===== config.mk =====
export PLATFORM = sky130hd
export DESIGN_NAME = zbuf_top
export DESIGN_NICKNAME = d
export VERILOG_FILES = /design/src/zbuf_pkg.sv /design/src/lane_adder.sv /design/src/zbuf.sv /design/src/zbuf_scm.sv /design/src/zbuf_seq.sv /design/src/zbuf_top.sv
export VERILOG_INCLUDE_DIRS = /design/src
export SDC_FILE = /design/constraint.sdc
export NUM_CORES = 1
export LEC_CHECK = 0
export ABC_AREA = 0
export ABC_CLOCK_PERIOD_IN_PS = 3100
export BUFFER_PORTS_ARGS = -buffer_cell sky130_fd_sc_hd__buf_2
export CORE_AREA = 2 2 231 233
export DETAILED_ROUTE_END_ITERATION = 16
export DIE_AREA = 0 0 233 235
export PLACE_DENSITY = 0.72
export SLEW_MARGIN = 20
export SYNTH_ARGS = -nofsm -noshare
export SYNTH_HDL_FRONTEND = slang
export SYNTH_SLANG_ARGS = --single-unit

===== constraint.sdc =====
create_clock -name clk_i -period 3.1 [get_ports clk_i]
set_input_delay 0.155 -clock clk_i [delete_from_list [all_inputs] [get_ports clk_i]]
set_output_delay 0.155 -clock clk_i [all_outputs]
set_load 0.05 [all_outputs]

===== src/zbuf_params.svh =====
`ifndef ZBUF_PARAMS_SVH
`define ZBUF_PARAMS_SVH

// Lanes across a tile, one per column
`define ZB_WIDTH 4

// Elements stacked in one column word
`define ZB_DEPTH 4

// Element width in bits, two's complement
`define ZB_ELEM 16

`endif


===== src/zbuf_pkg.sv =====
`default_nettype none

`include "zbuf_params.svh"

package zbuf_pkg;

  // Tile shape, both fields count from 1
  typedef struct packed {
    logic [2:0] rows;
    logic [2:0] cols;
  } zbuf_cfg_t;

  // Strobes into the buffer
  typedef struct packed {
    logic      y_valid;
    logic      fill;
    logic      y_push_enable;
    logic      ready;
    zbuf_cfg_t cfg;
  } zbuf_ctrl_t;

  // Buffer status
  typedef struct packed {
    logic y_ready;
    logic loaded;
    logic y_pushed;
    logic z_valid;
    logic empty;
  } zbuf_flags_t;

  // One row across all lanes, lane 0 in the low bits
  typedef logic [`ZB_WIDTH-1:0][`ZB_ELEM-1:0] row_t;

endpackage

`default_nettype wire


===== src/lane_adder.sv =====
`default_nettype none

`include "zbuf_params.svh"

module lane_adder
  import zbuf_pkg::*;
(
  input  logic clk_i,
  input  logic rst_ni,
  input  logic clear_i,
  input  logic push_i,
  input  row_t row_i,
  input  row_t x_i,
  output logic fill_o,
  output row_t row_o
);

  // Row data trails the push by one cycle
  logic push_q;

  always_ff @(posedge clk_i or negedge rst_ni) begin
    if (!rst_ni) begin
      push_q <= 1'b0;
      fill_o <= 1'b0;
    end else if (clear_i) begin
      push_q <= 1'b0;
      fill_o <= 1'b0;
    end else begin
      push_q <= push_i;
      fill_o <= push_q;
    end
  end

  // Lane-wise sum, wraps at the element width
  always_ff @(posedge clk_i) begin
    if (push_q) begin
      for (int w = 0; w < `ZB_WIDTH; w++) begin
        row_o[w] <= row_i[w] + x_i[w];
      end
    end
  end

endmodule

`default_nettype wire


===== src/zbuf.sv =====
`default_nettype none

`include "zbuf_params.svh"

module zbuf
  import zbuf_pkg::*;
#(
  localparam int unsigned W   = `ZB_WIDTH,
  localparam int unsigned D   = `ZB_DEPTH,
  localparam int unsigned E   = `ZB_ELEM,
  localparam int unsigned DW  = D * E,
  localparam int unsigned DIW = $clog2(D),
  localparam int unsigned WIW = $clog2(W)
) (
  input  logic          clk_i,
  input  logic          rst_ni,
  input  logic          clear_i,
  input  zbuf_ctrl_t    ctrl_i,
  input  row_t          row_i,
  input  logic [DW-1:0] y_data_i,
  output row_t          row_o,
  output logic [DW-1:0] z_data_o,
  output logic [DW/8-1:0] z_strb_o,
  output zbuf_flags_t   flags_o
);

  typedef enum logic [1:0] {
    EMPTY,
    LOADED,
    PUSHED
  } state_e;

  state_e state_q, state_d;

  logic [WIW-1:0] w_idx_q, s_idx_q, s_idx_nxt;
  logic [DIW-1:0] d_idx_q, f_idx_q;
  logic [2:0]     rows_m1, cols_m1;
  logic load_en, y_acc, store_en, z_xfer;
  logic last_col_in, last_push, last_fill, last_col_out;

  assign rows_m1 = ctrl_i.cfg.rows - 3'd1;
  assign cols_m1 = ctrl_i.cfg.cols - 3'd1;

  // Y is taken only once the previous tile has fully drained
  assign load_en  = state_q == EMPTY && !ctrl_i.fill && d_idx_q == '0 &&
                    f_idx_q == '0 && s_idx_q == '0;
  assign y_acc    = load_en && ctrl_i.y_valid;
  assign store_en = state_q == PUSHED;
  assign z_xfer   = store_en && ctrl_i.ready;

  assign last_col_in  = w_idx_q == cols_m1[WIW-1:0];
  assign last_push    = ctrl_i.y_push_enable && d_idx_q == rows_m1[DIW-1:0];
  assign last_fill    = ctrl_i.fill && f_idx_q == rows_m1[DIW-1:0];
  assign last_col_out = s_idx_q == cols_m1[WIW-1:0];
  assign s_idx_nxt    = last_col_out ? '0 : s_idx_q + 1'b1;

  always_comb begin
    state_d = state_q;
    unique case (state_q)
      EMPTY:   if (y_acc && last_col_in) state_d = LOADED;
      LOADED:  if (last_fill) state_d = PUSHED;
      PUSHED:  if (z_xfer && last_col_out) state_d = EMPTY;
      default: state_d = EMPTY;
    endcase
  end

  // State and the load, push, fill and store index counters
  always_ff @(posedge clk_i or negedge rst_ni) begin
    if (!rst_ni) begin
      state_q <= EMPTY;
      w_idx_q <= '0;
      d_idx_q <= '0;
      f_idx_q <= '0;
      s_idx_q <= '0;
    end else if (clear_i) begin
      state_q <= EMPTY;
      w_idx_q <= '0;
      d_idx_q <= '0;
      f_idx_q <= '0;
      s_idx_q <= '0;
    end else begin
      state_q <= state_d;
      if (y_acc) w_idx_q <= last_col_in ? '0 : w_idx_q + 1'b1;
      if (ctrl_i.y_push_enable) d_idx_q <= last_push ? '0 : d_idx_q + 1'b1;
      if (ctrl_i.fill) f_idx_q <= last_fill ? '0 : f_idx_q + 1'b1;
      if (z_xfer) s_idx_q <= s_idx_nxt;
    end
  end

  // Column 0 is fetched with the last fill, later ones on each transfer
  zbuf_scm i_scm (
    .clk_i       (clk_i),
    .rst_ni      (rst_ni),
    .clear_i     (clear_i),
    .row_we_i    (ctrl_i.fill),
    .col_we_i    (y_acc),
    .row_waddr_i (f_idx_q),
    .col_waddr_i (w_idx_q),
    .row_wdata_i (row_i),
    .col_wdata_i (y_data_i),
    .row_re_i    (ctrl_i.y_push_enable),
    .col_re_i    (last_fill || z_xfer),
    .row_raddr_i (d_idx_q),
    .col_raddr_i (store_en ? s_idx_nxt : '0),
    .row_rdata_o (row_o),
    .col_rdata_o (z_data_o)
  );

  // Two strobe bytes per used row
  always_comb begin
    z_strb_o = '0;
    for (int r = 0; r < D; r++) begin
      if (r < int'(ctrl_i.cfg.rows)) z_strb_o[r*(E/8) +: E/8] = '1;
    end
  end

  assign flags_o.y_ready  = load_en;
  assign flags_o.loaded   = (y_acc && last_col_in) || state_q == LOADED;
  assign flags_o.y_pushed = last_push;
  assign flags_o.z_valid  = store_en;
  assign flags_o.empty    = z_xfer && last_col_out;

endmodule

`default_nettype wire


===== src/zbuf_scm.sv =====
`default_nettype none

`include "zbuf_params.svh"

module zbuf_scm
  import zbuf_pkg::*;
#(
  localparam int unsigned W   = `ZB_WIDTH,
  localparam int unsigned D   = `ZB_DEPTH,
  localparam int unsigned E   = `ZB_ELEM,
  localparam int unsigned DW  = D * E,
  localparam int unsigned DIW = $clog2(D),
  localparam int unsigned WIW = $clog2(W)
) (
  input  logic           clk_i,
  input  logic           rst_ni,
  input  logic           clear_i,
  input  logic           row_we_i,
  input  logic           col_we_i,
  input  logic [DIW-1:0] row_waddr_i,
  input  logic [WIW-1:0] col_waddr_i,
  input  row_t           row_wdata_i,
  input  logic [DW-1:0]  col_wdata_i,
  input  logic           row_re_i,
  input  logic           col_re_i,
  input  logic [DIW-1:0] row_raddr_i,
  input  logic [WIW-1:0] col_raddr_i,
  output row_t           row_rdata_o,
  output logic [DW-1:0]  col_rdata_o
);

  // Element array, indexed as mem_q[row][lane]
  row_t mem_q [D];

  always_ff @(posedge clk_i) begin
    if (row_we_i) begin
      mem_q[row_waddr_i] <= row_wdata_i;
    end
    if (col_we_i) begin
      for (int r = 0; r < D; r++) begin
        mem_q[r][col_waddr_i] <= col_wdata_i[r*E +: E];
      end
    end
  end

  always_ff @(posedge clk_i or negedge rst_ni) begin
    if (!rst_ni) begin
      row_rdata_o <= '0;
      col_rdata_o <= '0;
    end else if (clear_i) begin
      row_rdata_o <= '0;
      col_rdata_o <= '0;
    end else begin
      if (row_re_i) begin
        row_rdata_o <= mem_q[row_raddr_i];
      end
      if (col_re_i) begin
        for (int r = 0; r < D; r++) begin
          // Write-first, a row landing this cycle is seen by the column read
          if (row_we_i && row_waddr_i == DIW'(r)) begin
            col_rdata_o[r*E +: E] <= row_wdata_i[col_raddr_i];
          end else begin
            col_rdata_o[r*E +: E] <= mem_q[r][col_raddr_i];
          end
        end
      end
    end
  end

endmodule

`default_nettype wire


===== src/zbuf_seq.sv =====
`default_nettype none

module zbuf_seq (
  input  logic       clk_i,
  input  logic       rst_ni,
  input  logic       clear_i,
  input  logic       loaded_i,
  input  logic       y_pushed_i,
  input  logic [2:0] rows_i,
  output logic       push_o
);

  logic       loaded_q;
  logic [2:0] cnt_q;
  logic       start, stop;

  // A burst opens on the rising edge of loaded
  assign start = loaded_i && !loaded_q;

  // Stop on the buffer's last-row flag, the count caps the burst at rows
  assign stop = push_o && (y_pushed_i || cnt_q == rows_i - 3'd1);

  always_ff @(posedge clk_i or negedge rst_ni) begin
    if (!rst_ni) begin
      loaded_q <= 1'b0;
      push_o   <= 1'b0;
      cnt_q    <= '0;
    end else if (clear_i) begin
      loaded_q <= 1'b0;
      push_o   <= 1'b0;
      cnt_q    <= '0;
    end else begin
      loaded_q <= loaded_i;
      if (start) begin
        push_o <= 1'b1;
        cnt_q  <= '0;
      end else if (stop) begin
        push_o <= 1'b0;
      end else if (push_o) begin
        cnt_q <= cnt_q + 3'd1;
      end
    end
  end

endmodule

`default_nettype wire


===== src/zbuf_top.sv =====
`default_nettype none

`include "zbuf_params.svh"

module zbuf_top
  import zbuf_pkg::*;
#(
  localparam int unsigned DW = `ZB_DEPTH * `ZB_ELEM
) (
  input  logic            clk_i,
  input  logic            rst_ni,
  input  logic            clear_i,
  input  zbuf_cfg_t       cfg_i,
  input  row_t            x_i,
  input  logic            y_valid_i,
  input  logic [DW-1:0]   y_data_i,
  input  logic            z_ready_i,
  output logic            y_ready_o,
  output logic            z_valid_o,
  output logic [DW-1:0]   z_data_o,
  output logic [DW/8-1:0] z_strb_o,
  output logic            tile_done_o
);

  zbuf_ctrl_t  ctrl;
  zbuf_flags_t flags;
  row_t        row_to_pe, row_from_pe;
  logic        push, fill;

  assign ctrl.y_valid       = y_valid_i;
  assign ctrl.fill          = fill;
  assign ctrl.y_push_enable = push;
  assign ctrl.ready         = z_ready_i;
  assign ctrl.cfg           = cfg_i;

  zbuf_seq i_seq (
    .clk_i      (clk_i),
    .rst_ni     (rst_ni),
    .clear_i    (clear_i),
    .loaded_i   (flags.loaded),
    .y_pushed_i (flags.y_pushed),
    .rows_i     (cfg_i.rows),
    .push_o     (push)
  );

  zbuf i_zbuf (
    .clk_i    (clk_i),
    .rst_ni   (rst_ni),
    .clear_i  (clear_i),
    .ctrl_i   (ctrl),
    .row_i    (row_from_pe),
    .y_data_i (y_data_i),
    .row_o    (row_to_pe),
    .z_data_o (z_data_o),
    .z_strb_o (z_strb_o),
    .flags_o  (flags)
  );

  // Stand-in for the compute array
  lane_adder i_lane_adder (
    .clk_i   (clk_i),
    .rst_ni  (rst_ni),
    .clear_i (clear_i),
    .push_i  (push),
    .row_i   (row_to_pe),
    .x_i     (x_i),
    .fill_o  (fill),
    .row_o   (row_from_pe)
  );

  assign y_ready_o   = flags.y_ready;
  assign z_valid_o   = flags.z_valid;
  assign tile_done_o = flags.empty;

endmodule

`default_nettype wire

After elaboration in Yosys (flattened, before gate mapping) --
Memories as Yosys holds them, arrays and structs flattened. Cells that the tools add are included.
Storage, ports and cells: memories kept 1, bits in writable memories 256, bits in registers 209, input port bits 139
Operators by class: reduce and logical (&&, ||, !) cells 36, $lt $le $gt $ge 7, multiplexer cells 59, $add $sub $neg 11, equality and inequality tests 14
Memories:
- i_zbuf.i_scm.mem_q | depth 4, bits a word 64, rd ports 5, clocked after Yosys merged registers in 0, write ports 4, line zbuf_scm.sv:33 | row_t mem_q [D];
Operators by type and width (count):
- 64-bit 2-to-1 mux | 7
- 16-bit binary-select mux with 2-bit select | 5
- 16-bit 2-to-1 mux | 10
- 16-bit adder | 4
- 64-bit OR reduction | 1
- 2-bit 2-to-1 mux | 22
- 16-bit demux with 2-bit select | 1
- 1-bit logical AND | 17
- 3-bit 2-to-1 mux | 4
- 2-bit nonzero test | 5
- 1-bit 2-to-1 mux | 9
- 2-bit by 1-bit adder with 2-bit output, second input constant | 4
- 2-bit == test | 4
- 2-bit logical NOT | 4
- 2-bit == test, second input constant | 3
- 1-bit by 3-bit < comparator with 1-bit output, first input constant | 2
- 2-bit by 3-bit < comparator with 1-bit output, first input constant | 2
- 2-bit by 3-bit < comparator with 1-bit output, second input constant | 2
- 3-bit by 2-bit inequality test with 1-bit output, second input constant | 2
- 3-bit inequality test, second input constant | 2
- 2-bit one-hot mux with 3 select lines | 1
- 3-bit nonzero test | 2
- 2-bit by 1-bit == test with 1-bit output, second input constant | 2
- 3-bit by 1-bit adder with 3-bit output, second input constant | 1
- other kinds (8) | 11

Longest topological paths before layout --
Gate-level depths: netlist of the first run.
depth in word-level cells 11, depth in mapped cells 12

By module --
From an unflattened synthesis of the first run, not the netlist that was laid out.
Unflattened totals: cell total of the unflattened synthesis 1961, area, all modules 25194.2 sq um
By module, submodules not included:
- zbuf_scm | area each 19140.9 sq um, sequential area each 10890.4 sq um, instances 1, cells each 1378
- lane_adder | area each 4893.4 sq um, sequential area each 1971.9 sq um, instances 1, cells each 460
- zbuf | area each 814.5 sq um, sequential area each 250.2 sq um, instances 1, cells each 93
- zbuf_seq | area each 345.3 sq um, sequential area each 125.1 sq um, instances 1, cells each 30

Worst setup path after synthesis of the first run --
OpenSTA, ideal clock, no wires.
path kind reg-to-reg, start register i_zbuf.d_idx_q[1], end memory i_zbuf.i_scm.mem_q[3][16] (netlist name) (enable), setup slack -0.031 ns, period minus slack after synthesis 3.131 ns, arrival 2.734 ns, stages on the path, launching flop included 11, buffers on the path 5, library setup time 0.397 ns, cells stage by stage dfrtp_1 > clkbuf_1 > buf_2 > buf_1 > inv_1 > ha_1 > and4_1 > buf_2 > nand2_1 > clkbuf_1 > a22oi_1
RTL lines:
- start: declaration | line zbuf.sv:36 | logic [DIW-1:0] d_idx_q, f_idx_q;
- start signal: assignment | line zbuf.sv:84 | if (ctrl_i.y_push_enable) d_idx_q <= last_push ? '0 : d_idx_q + 1'b1;
- end: declaration | line zbuf_scm.sv:33

==> results of run 1 <==
==> stage by stage <==
| step | instance area, um2 | power, uW | std cells |
|---|---|---|---|
| floorplan | 25900 | 10400 | 2289 |
| global placement | 28000 | 11600 | 3134 |
| detailed placement | 28000 | 11800 | 3134 |
| CTS | 29900 | 17600 | 3257 |
| global route | 29900 | 18200 | 3257 |
| finish | 29900 | 17600 | 3257 |
==> synth_stat cells (4+ instances only) <==
master    number
and2_4        10
o21a_1        15
o31a_1         5
buf_1          8
nor2b_1       12
clkbuf_1      60
mux4_2        64
nor2_1       308
inv_1        104
ha_1          73
fa_1           4
nor3_1        10
nand2_1      176
nand3_1       18
and2_1         7
dfrtp_1      145
a21oi_1      247
xor2_1        18
o211ai_1      71
mux2_2        65
buf_6         10
edfxtp_1     320
a21o_1        16
a31oi_1        5
o21ai_0       21
mux2i_1      182
buf_4         23
xnor2_1       38
buf_2         40
a22oi_1       68
o21bai_1       4
a21oi_2       62
nand2b_1       5
and3_1         9
a211oi_1      14
nor4_1         7
or3_1          4
or2_2          4
==> cell families after synthesis <==
| family | Yosys count |
|---|---|
| muxes | 311 |
| adders and majority gates | 77 |
| buffers and inverters | 245 |
| DFF | 465 |
| xor gates and xnor gates | 56 |
| and+or+nand+nor | 583 |
| AOI/OAI and AO/OA | 552 |
==> state kept, by name (all words and copies together) (netlist names) <==
| register | count |
|---|---|
| i_zbuf.s_idx_q | 2 |
| i_zbuf.w_idx_q | 2 |
| i_zbuf.f_idx_q | 2 |
| i_zbuf.i_scm.row_rdata_o | 64 |
| i_lane_adder.row_o | 64 |
| i_zbuf.i_scm.mem_q | 256 |
| i_zbuf.state_q | 2 |
| i_lane_adder.fill_o | 1 |
| i_zbuf.d_idx_q | 2 |
| i_seq.push_o | 1 |
| i_seq.loaded_q | 1 |
| i_seq.cnt_q | 3 |
| i_zbuf.i_scm.col_rdata_o | 64 |
| i_lane_adder.push_q | 1 |
==> area by class of cell <==
type	instances	area, um2
Inverter	104	390
Tap cell	688	861
Fill cell	4359	22400
Clock buffer	86	1480
Sequential cell	465	13200
Clock inverter	7	62.6
Timing Repair Buffer	328	2220
Multi-Input combinational cell	1579	11600
==> per-layer routing <==
layer / wire length [um] / GRT usage (%)
met5: 0 / 0
met4: 5000 / 16.6
met3: 6500 / 4.21
met2: 41000 / 51.3
met1: 31800 / 38.6
==> critical path: stages (launching register included) <==
cell      delay, ns
dfrtp_1        0.48
inv_1          0.14
ha_1           0.17
nor4b_2        0.27
and4_1         0.52
nand2b_4       0.15
buf_12         0.22
a21oi_1        0.41
a21oi_1        0.12
==> worst min-delay path by stage <==
stage	from	end	slack (ns)	depth (start not counted)
floorplan	rst_ni	i_lane_adder.fill_o	-0.14	0
global placement	rst_ni	i_zbuf.i_scm.row_rdata_o[15]	0.23	1
detailed placement	rst_ni	i_zbuf.i_scm.row_rdata_o[29]	0.25	1
CTS	y_data_i[32]	i_zbuf.i_scm.mem_q[2][48]	0.001	3
global route	y_data_i[32]	i_zbuf.i_scm.mem_q[2][32]	0.02	3
finish	y_data_i[32]	i_zbuf.i_scm.mem_q[2][32]	0.01	3
==> power by group through the flow <==
stage | Combinational (uW) | Sequential, uW | Clock, uW
2_1_floorplan | 2620 | 7810 | 0
3_3_place_gp | 3760 | 7860 | 0
5_1_grt | 4270 | 7820 | 6100
4_1_cts | 3940 | 7770 | 5860
3_5_place_dp | 3890 | 7900 | 0
6_report | 3960 | 7780 | 5810
==> what timing repair did <==
item,in CTS,in global routing
resized for setup,0,0
hold buffers,30,0
endpoints found under the hold margin,120,0
==> flow_metrics.py, run 1 <==
metrics = {
    "flow_run": {
        "maxCapViolCount": 0,
    },
    "final_layout": {
        "fin_nets": 2744,
        "diodes": 0,
        "final_cell_mix": "edfxtp_1 (320), nor2_1 (307), a21oi_1 (246)",
        "areaGrowthSynthToFinish_pct": 15.3,
        "layout-drive-gt1-share_pct": 22.8,
        "fin_util_pct": 57.2,
        "final_common_cell": "edfxtp_1",
    },
    "sta": {
        "fin_crit_sh_pct": 91.6,
        "tns_ns": 0,
        "fmax_mhz": 352,
        "setup_violations": 0,
        "worst-slew-pin-transition_ns": 1.18,
        "finalCriticalPeriod_ns": 2.84,
        "hold_viol": 0,
        "max-slew-margin-rel_pct": 21.6,
        "skew_ns": 0.0196,
        "drv_slew": 0,
        "finalWorstSetupSlack_ns": 0.261,
        "rsz0062_at_grt": "false",
        "hold_ws_ns": 0.0119,
    },
    "floorplanning": {
        "die_y_um": 235,
        "std_cell_rows": 84,
        "core_um2": 52200,
        "start_util_pct": 49.6,
        "die_w_um": 233,
        "dieArea_um2": 54800,
        "io_pins": 214,
    },
    "pwr": {
        "clkPwrFrac_pct": 33.1,
        "combPwrFrac_pct": 22.6,
        "seqPwrFrac_pct": 44.3,
        "p_leak_uw": 0.0125,
        "switching_share_pct": 29.7,
        "p_switching_uw": 5220,
        "p_int_uw": 12300,
        "power_per_cell_area_nw_per_um2": 588,
        "peakVddDrop_mv": 0.455,
    },
    "placement": {
        "port-buffer-count": 212,
        "place.gp.congestion": 0.989,
        "dp_hpwl_mm": 62.7,
        "place_ws_ns": 0.365,
    },
    "clocking": {
        "cts_root_buffer": "clkbuf_16",
        "cts_num_sinks": 465,
        "clkTransAtPathRegs_ns": 0.06,
        "postCtsSetupBuffers": 0,
        "cts_buffer_depth": 3,
        "htreeDepth": 2,
        "clk-insertion-delay-late_ns": 0.61,
        "cts_buffers": 50,
        "cts_tree": "done",
    },
    "yosys": {
        "synth_top_family_by_area": "multiplexers",
        "yosysSeqAreaShare_pct": 51.1,
        "synth_simple_gate_area_share_pct": 9.48,
        "synth_seq_cells": 465,
        "syn-num-nets": 2505,
        "synth_area_leaders": "edfxtp_1 (37%), dfrtp_1 (14%), mux2i_1 (7.0%), mux4_2 (5.6%), a21oi_1 (4.8%)",
        "synth_ff_type": "edfxtp_1",
        "synth_area_um2": 25900,
        "synth_fa_ha_area_share_pct": 3.84,
        "synth_compound_area_share_pct": 13.9,
        "synth_xor_area_share_pct": 1.89,
        "synth_mux_area_share_pct": 15.4,
        "yosys.area.top_type": "edfxtp_1",
        "synthDistinctLibCells": 67,
        "synth_top_area_share_pct": 37.1,
        "synthCells": 2289,
        "async_flop_share_pct": 31.2,
        "synth_enable_flop_cells": 320,
        "syn_avg_cell_area_um2": 11.3,
        "ys.warnings.count": 0,
    },
    "routing": {
        "dr.pass1.iters": 6,
        "drc": 0,
        "vias": 19800,
        "detail_route.iter0.violations": 2047,
        "drtAntennaViolNets": 0,
        "viasPerCell": 6.07,
        "wl_per_cell_um": 25.9,
        "wirelength_mm": 84.4,
    },
    "setup_path": {
        "r2r_slack_ns": 0.26,
        "rr_endpoint": "i_zbuf.i_scm.mem_q[0][0]",
        "start_kind": "register",
        "cp_max_fo": 50,
        "critPathCapture": "i_zbuf.i_scm.mem_q[0][0]",
        "r2r_start": "i_zbuf.s_idx_q[0]",
        "ff2ff_path_depth": 8,
        "crit_path_end_kind": "register",
        "arrival_ns": 3.17,
        "crit_type": "register to register",
        "crit_required_ns": 3.43,
        "crit_start": "i_zbuf.s_idx_q[0]",
    },
    "min_path": {
        "hold_path_class": "input pin to register",
    },
    "grt": {
        "grt_pass1_wl_mm": 123,
        "grt_antenna_before_repair": 1,
        "grt_overflow": 0,
        "grt_pass1_vias": 19700,
        "grt_usage_pct": 30.7,
        "grt_max_degree": 69,
    },
    "run_status": {
        "outcome": "completed",
    },
}
(Power assumes the default switching activity.)
==> run 2: changes to the inputs <==
- ABC_CLOCK_PERIOD_IN_PS: 3100 -> 2430
- clock period: 3.1 -> 2.43 ns (I/O delays scaled with it)
==> run 2 against run 1 <==
The run now ends with setup timing left. Largest power group unchanged. Clock-buffer cell count decreased by 6. Die area did not move. Clock skew up 0.0077 ns. Via count up 5.4%.
==> flow_metrics.py, run 2 (synthesis results as in run 1) <==
metrics = {
    "run_status": {
        "outcome": "finished with violations",
        "violations": "setup timing",
    },
    "sta": {
        "fmax_mhz": 407,
        "rsz0062_at_grt": "true",
        "skew_ns": 0.0272,
        "fin_crit_sh_pct": 101,
        "max-slew-margin-rel_pct": 42.3,
        "hold_ws_ns": 0.00853,
        "drv_slew": 0,
        "hold_viol": 0,
        "finalCriticalPeriod_ns": 2.45,
        "finalWorstSetupSlack_ns": -0.0246,
        "worst-slew-pin-transition_ns": 0.865,
        "setup_violations": 2,
    },
    "setup_path": {
        "crit_required_ns": 2.77,
        "ff2ff_path_depth": 9,
        "crit_type": "register to register",
        "r2r_slack_ns": -0.02,
        "crit_path_end_kind": "register",
        "start_kind": "register",
        "arrival_ns": 2.80,
        "cp_max_fo": 4,
        "rr_endpoint": "i_lane_adder.row_o[60]",
        "r2r_start": "i_zbuf.i_scm.row_rdata_o[48]",
    },
    "grt": {
        "grt_max_degree": 74,
        "grtUsageMet1_pct": 40.5,
        "grt_pass1_wl_mm": 129,
        "busiest_layer": "met2",
        "grt_overflow": 0,
        "grt_pass1_vias": 20500,
        "grt_usage_pct": 32.4,
        "grt_use_met3_pct": 4.99,
        "grt_antenna_before_repair": 1,
        "met2_usage_pct": 53.4,
    },
    "pwr": {
        "power_per_cell_area_nw_per_um2": 736,
        "peakVddDrop_mv": 0.519,
        "power_uw": 23400,
        "p_leak_uw": 0.0133,
    },
    "final_layout": {
        "largest-register": "i_zbuf.i_scm.mem_q",
        "fin_nets": 2877,
        "final_cell_mix": "edfxtp_1 (320), nor2_1 (306), a21oi_1 (236)",
        "final_common_cell": "edfxtp_1",
        "fin_util_pct": 60.8,
        "stdcell_area_um2": 31800,
        "diodes": 0,
        "largest_reg_flops": 256,
        "layout-drive-gt1-share_pct": 28.8,
        "areaGrowthSynthToFinish_pct": 22.6,
        "fillers": 4222,
    },
    "clocking": {
        "cts_buffers": 51,
        "cts_tree": "done",
        "cts_buffer_depth": 3,
        "clk-insertion-delay-late_ns": 0.62,
        "htreeDepth": 2,
        "clkTransAtPathRegs_ns": 0.06,
        "cts_num_sinks": 465,
        "cts_root_buffer": "clkbuf_16",
    },
    "placement": {
        "dp_hpwl_mm": 65.9,
        "port-buffer-count": 212,
        "place_area_um2": 28900,
        "place.gp.congestion": 0.997,
    },
    "min_path": {
        "whs_path_depth": 3,
        "hold_path_class": "input pin to register",
        "hold_end": "i_lane_adder.row_o[25]",
        "hp-start": "x_i[25]",
    },
    "floorplanning": {
        "die_w_um": 233,
        "std_cell_rows": 84,
        "dieArea_um2": 54800,
        "io_pins": 214,
        "start_util_pct": 49.6,
        "core_um2": 52200,
        "die_y_um": 235,
    },
    "routing": {
        "drc": 0,
        "wl_per_cell_um": 26.8,
        "detail_route.iter0.violations": 2193,
        "viasPerCell": 6.14,
        "wirelength_mm": 90.7,
        "vias": 20800,
        "dr.pass1.iters": 6,
        "drtAntennaViolNets": 0,
    },
    "flow_run": {
        "maxCapViolCount": 0,
    },
}
==> run 2: worst max-delay path, cell delays in order, from the launching register on <==
cell      delay [ns]
dfrtp_1         0.38
ha_2            0.19
inv_2           0.06
fa_2            0.20
nor2b_2         0.05
o31a_1          0.27
or4_4           0.46
a211oi_4        0.33
a21oi_2         0.10
xor2_1          0.15
==> run 2: stage by stage <==
stage	TNS (ns)	std cells	setup WS, ns
finish	-0.0340	3390	-0.0246
global route	-0.401	3390	-0.138
CTS	0	3371	0.00828
detailed placement	-25.52	3216	-0.304
global placement	-15.35	3216	-0.216
floorplan	0	2289	0.00129
==> run 2: worst max path at each step <==
stage | start | depth (start not counted) | endpoint
4_1_cts | i_zbuf.i_scm.row_rdata_o[48] | 9 | i_lane_adder.row_o[60]
2_1_floorplan | i_zbuf.d_idx_q[1] | 10 | i_zbuf.i_scm.mem_q[3][32]
5_1_grt | i_zbuf.i_scm.row_rdata_o[48] | 9 | i_lane_adder.row_o[60]
6_report | i_zbuf.i_scm.row_rdata_o[48] | 9 | i_lane_adder.row_o[60]
3_5_place_dp | i_zbuf.s_idx_q[0] | 8 | i_zbuf.i_scm.mem_q[2][2]
3_3_place_gp | i_zbuf.s_idx_q[0] | 8 | i_zbuf.i_scm.mem_q[0][2]
==> run 2: report_power, final <==
group          internal (uW)  total, uW  switching [uW]
combinational           2250       5550            3300
clock                   4600       7890            3290
sequential              9550       9920             369
==> run 2: final cells by class <==
type / count / area [um2] / area share (%)
Sequential cell: 465 / 13200 / 41.7
Clock buffer: 80 / 1560 / 4.91
Clock inverter: 14 / 123 / 0.386
Multi-Input combinational cell: 1579 / 12000 / 37.8
Inverter: 104 / 390 / 1.23
Tap cell: 688 / 861 / 2.71
Timing Repair Buffer: 460 / 3580 / 11.3
==> run 2: per-layer routing <==
metal | vias to the layer above | routed length, um
li1 | 9134 | -
met1 | 10200 | 33700
met2 | 1205 | 43100
met3 | 276 | 7680
met4 | 0 | 6280
met5 | - | 0
==> run 2: repair_timing <==
| action | CTS | global route |
|---|---|---|
| hold buffers | 55 | 0 |
| gates cloned | 0 | 2 |
| endpoints found under the hold margin | 249 | 0 |
| gates resized for setup | 28 | 50 |
| pin swaps | 4 | 23 |
| endpoints found under the setup margin | 289 | 238 |
| setup buffers | 6 | 17 |
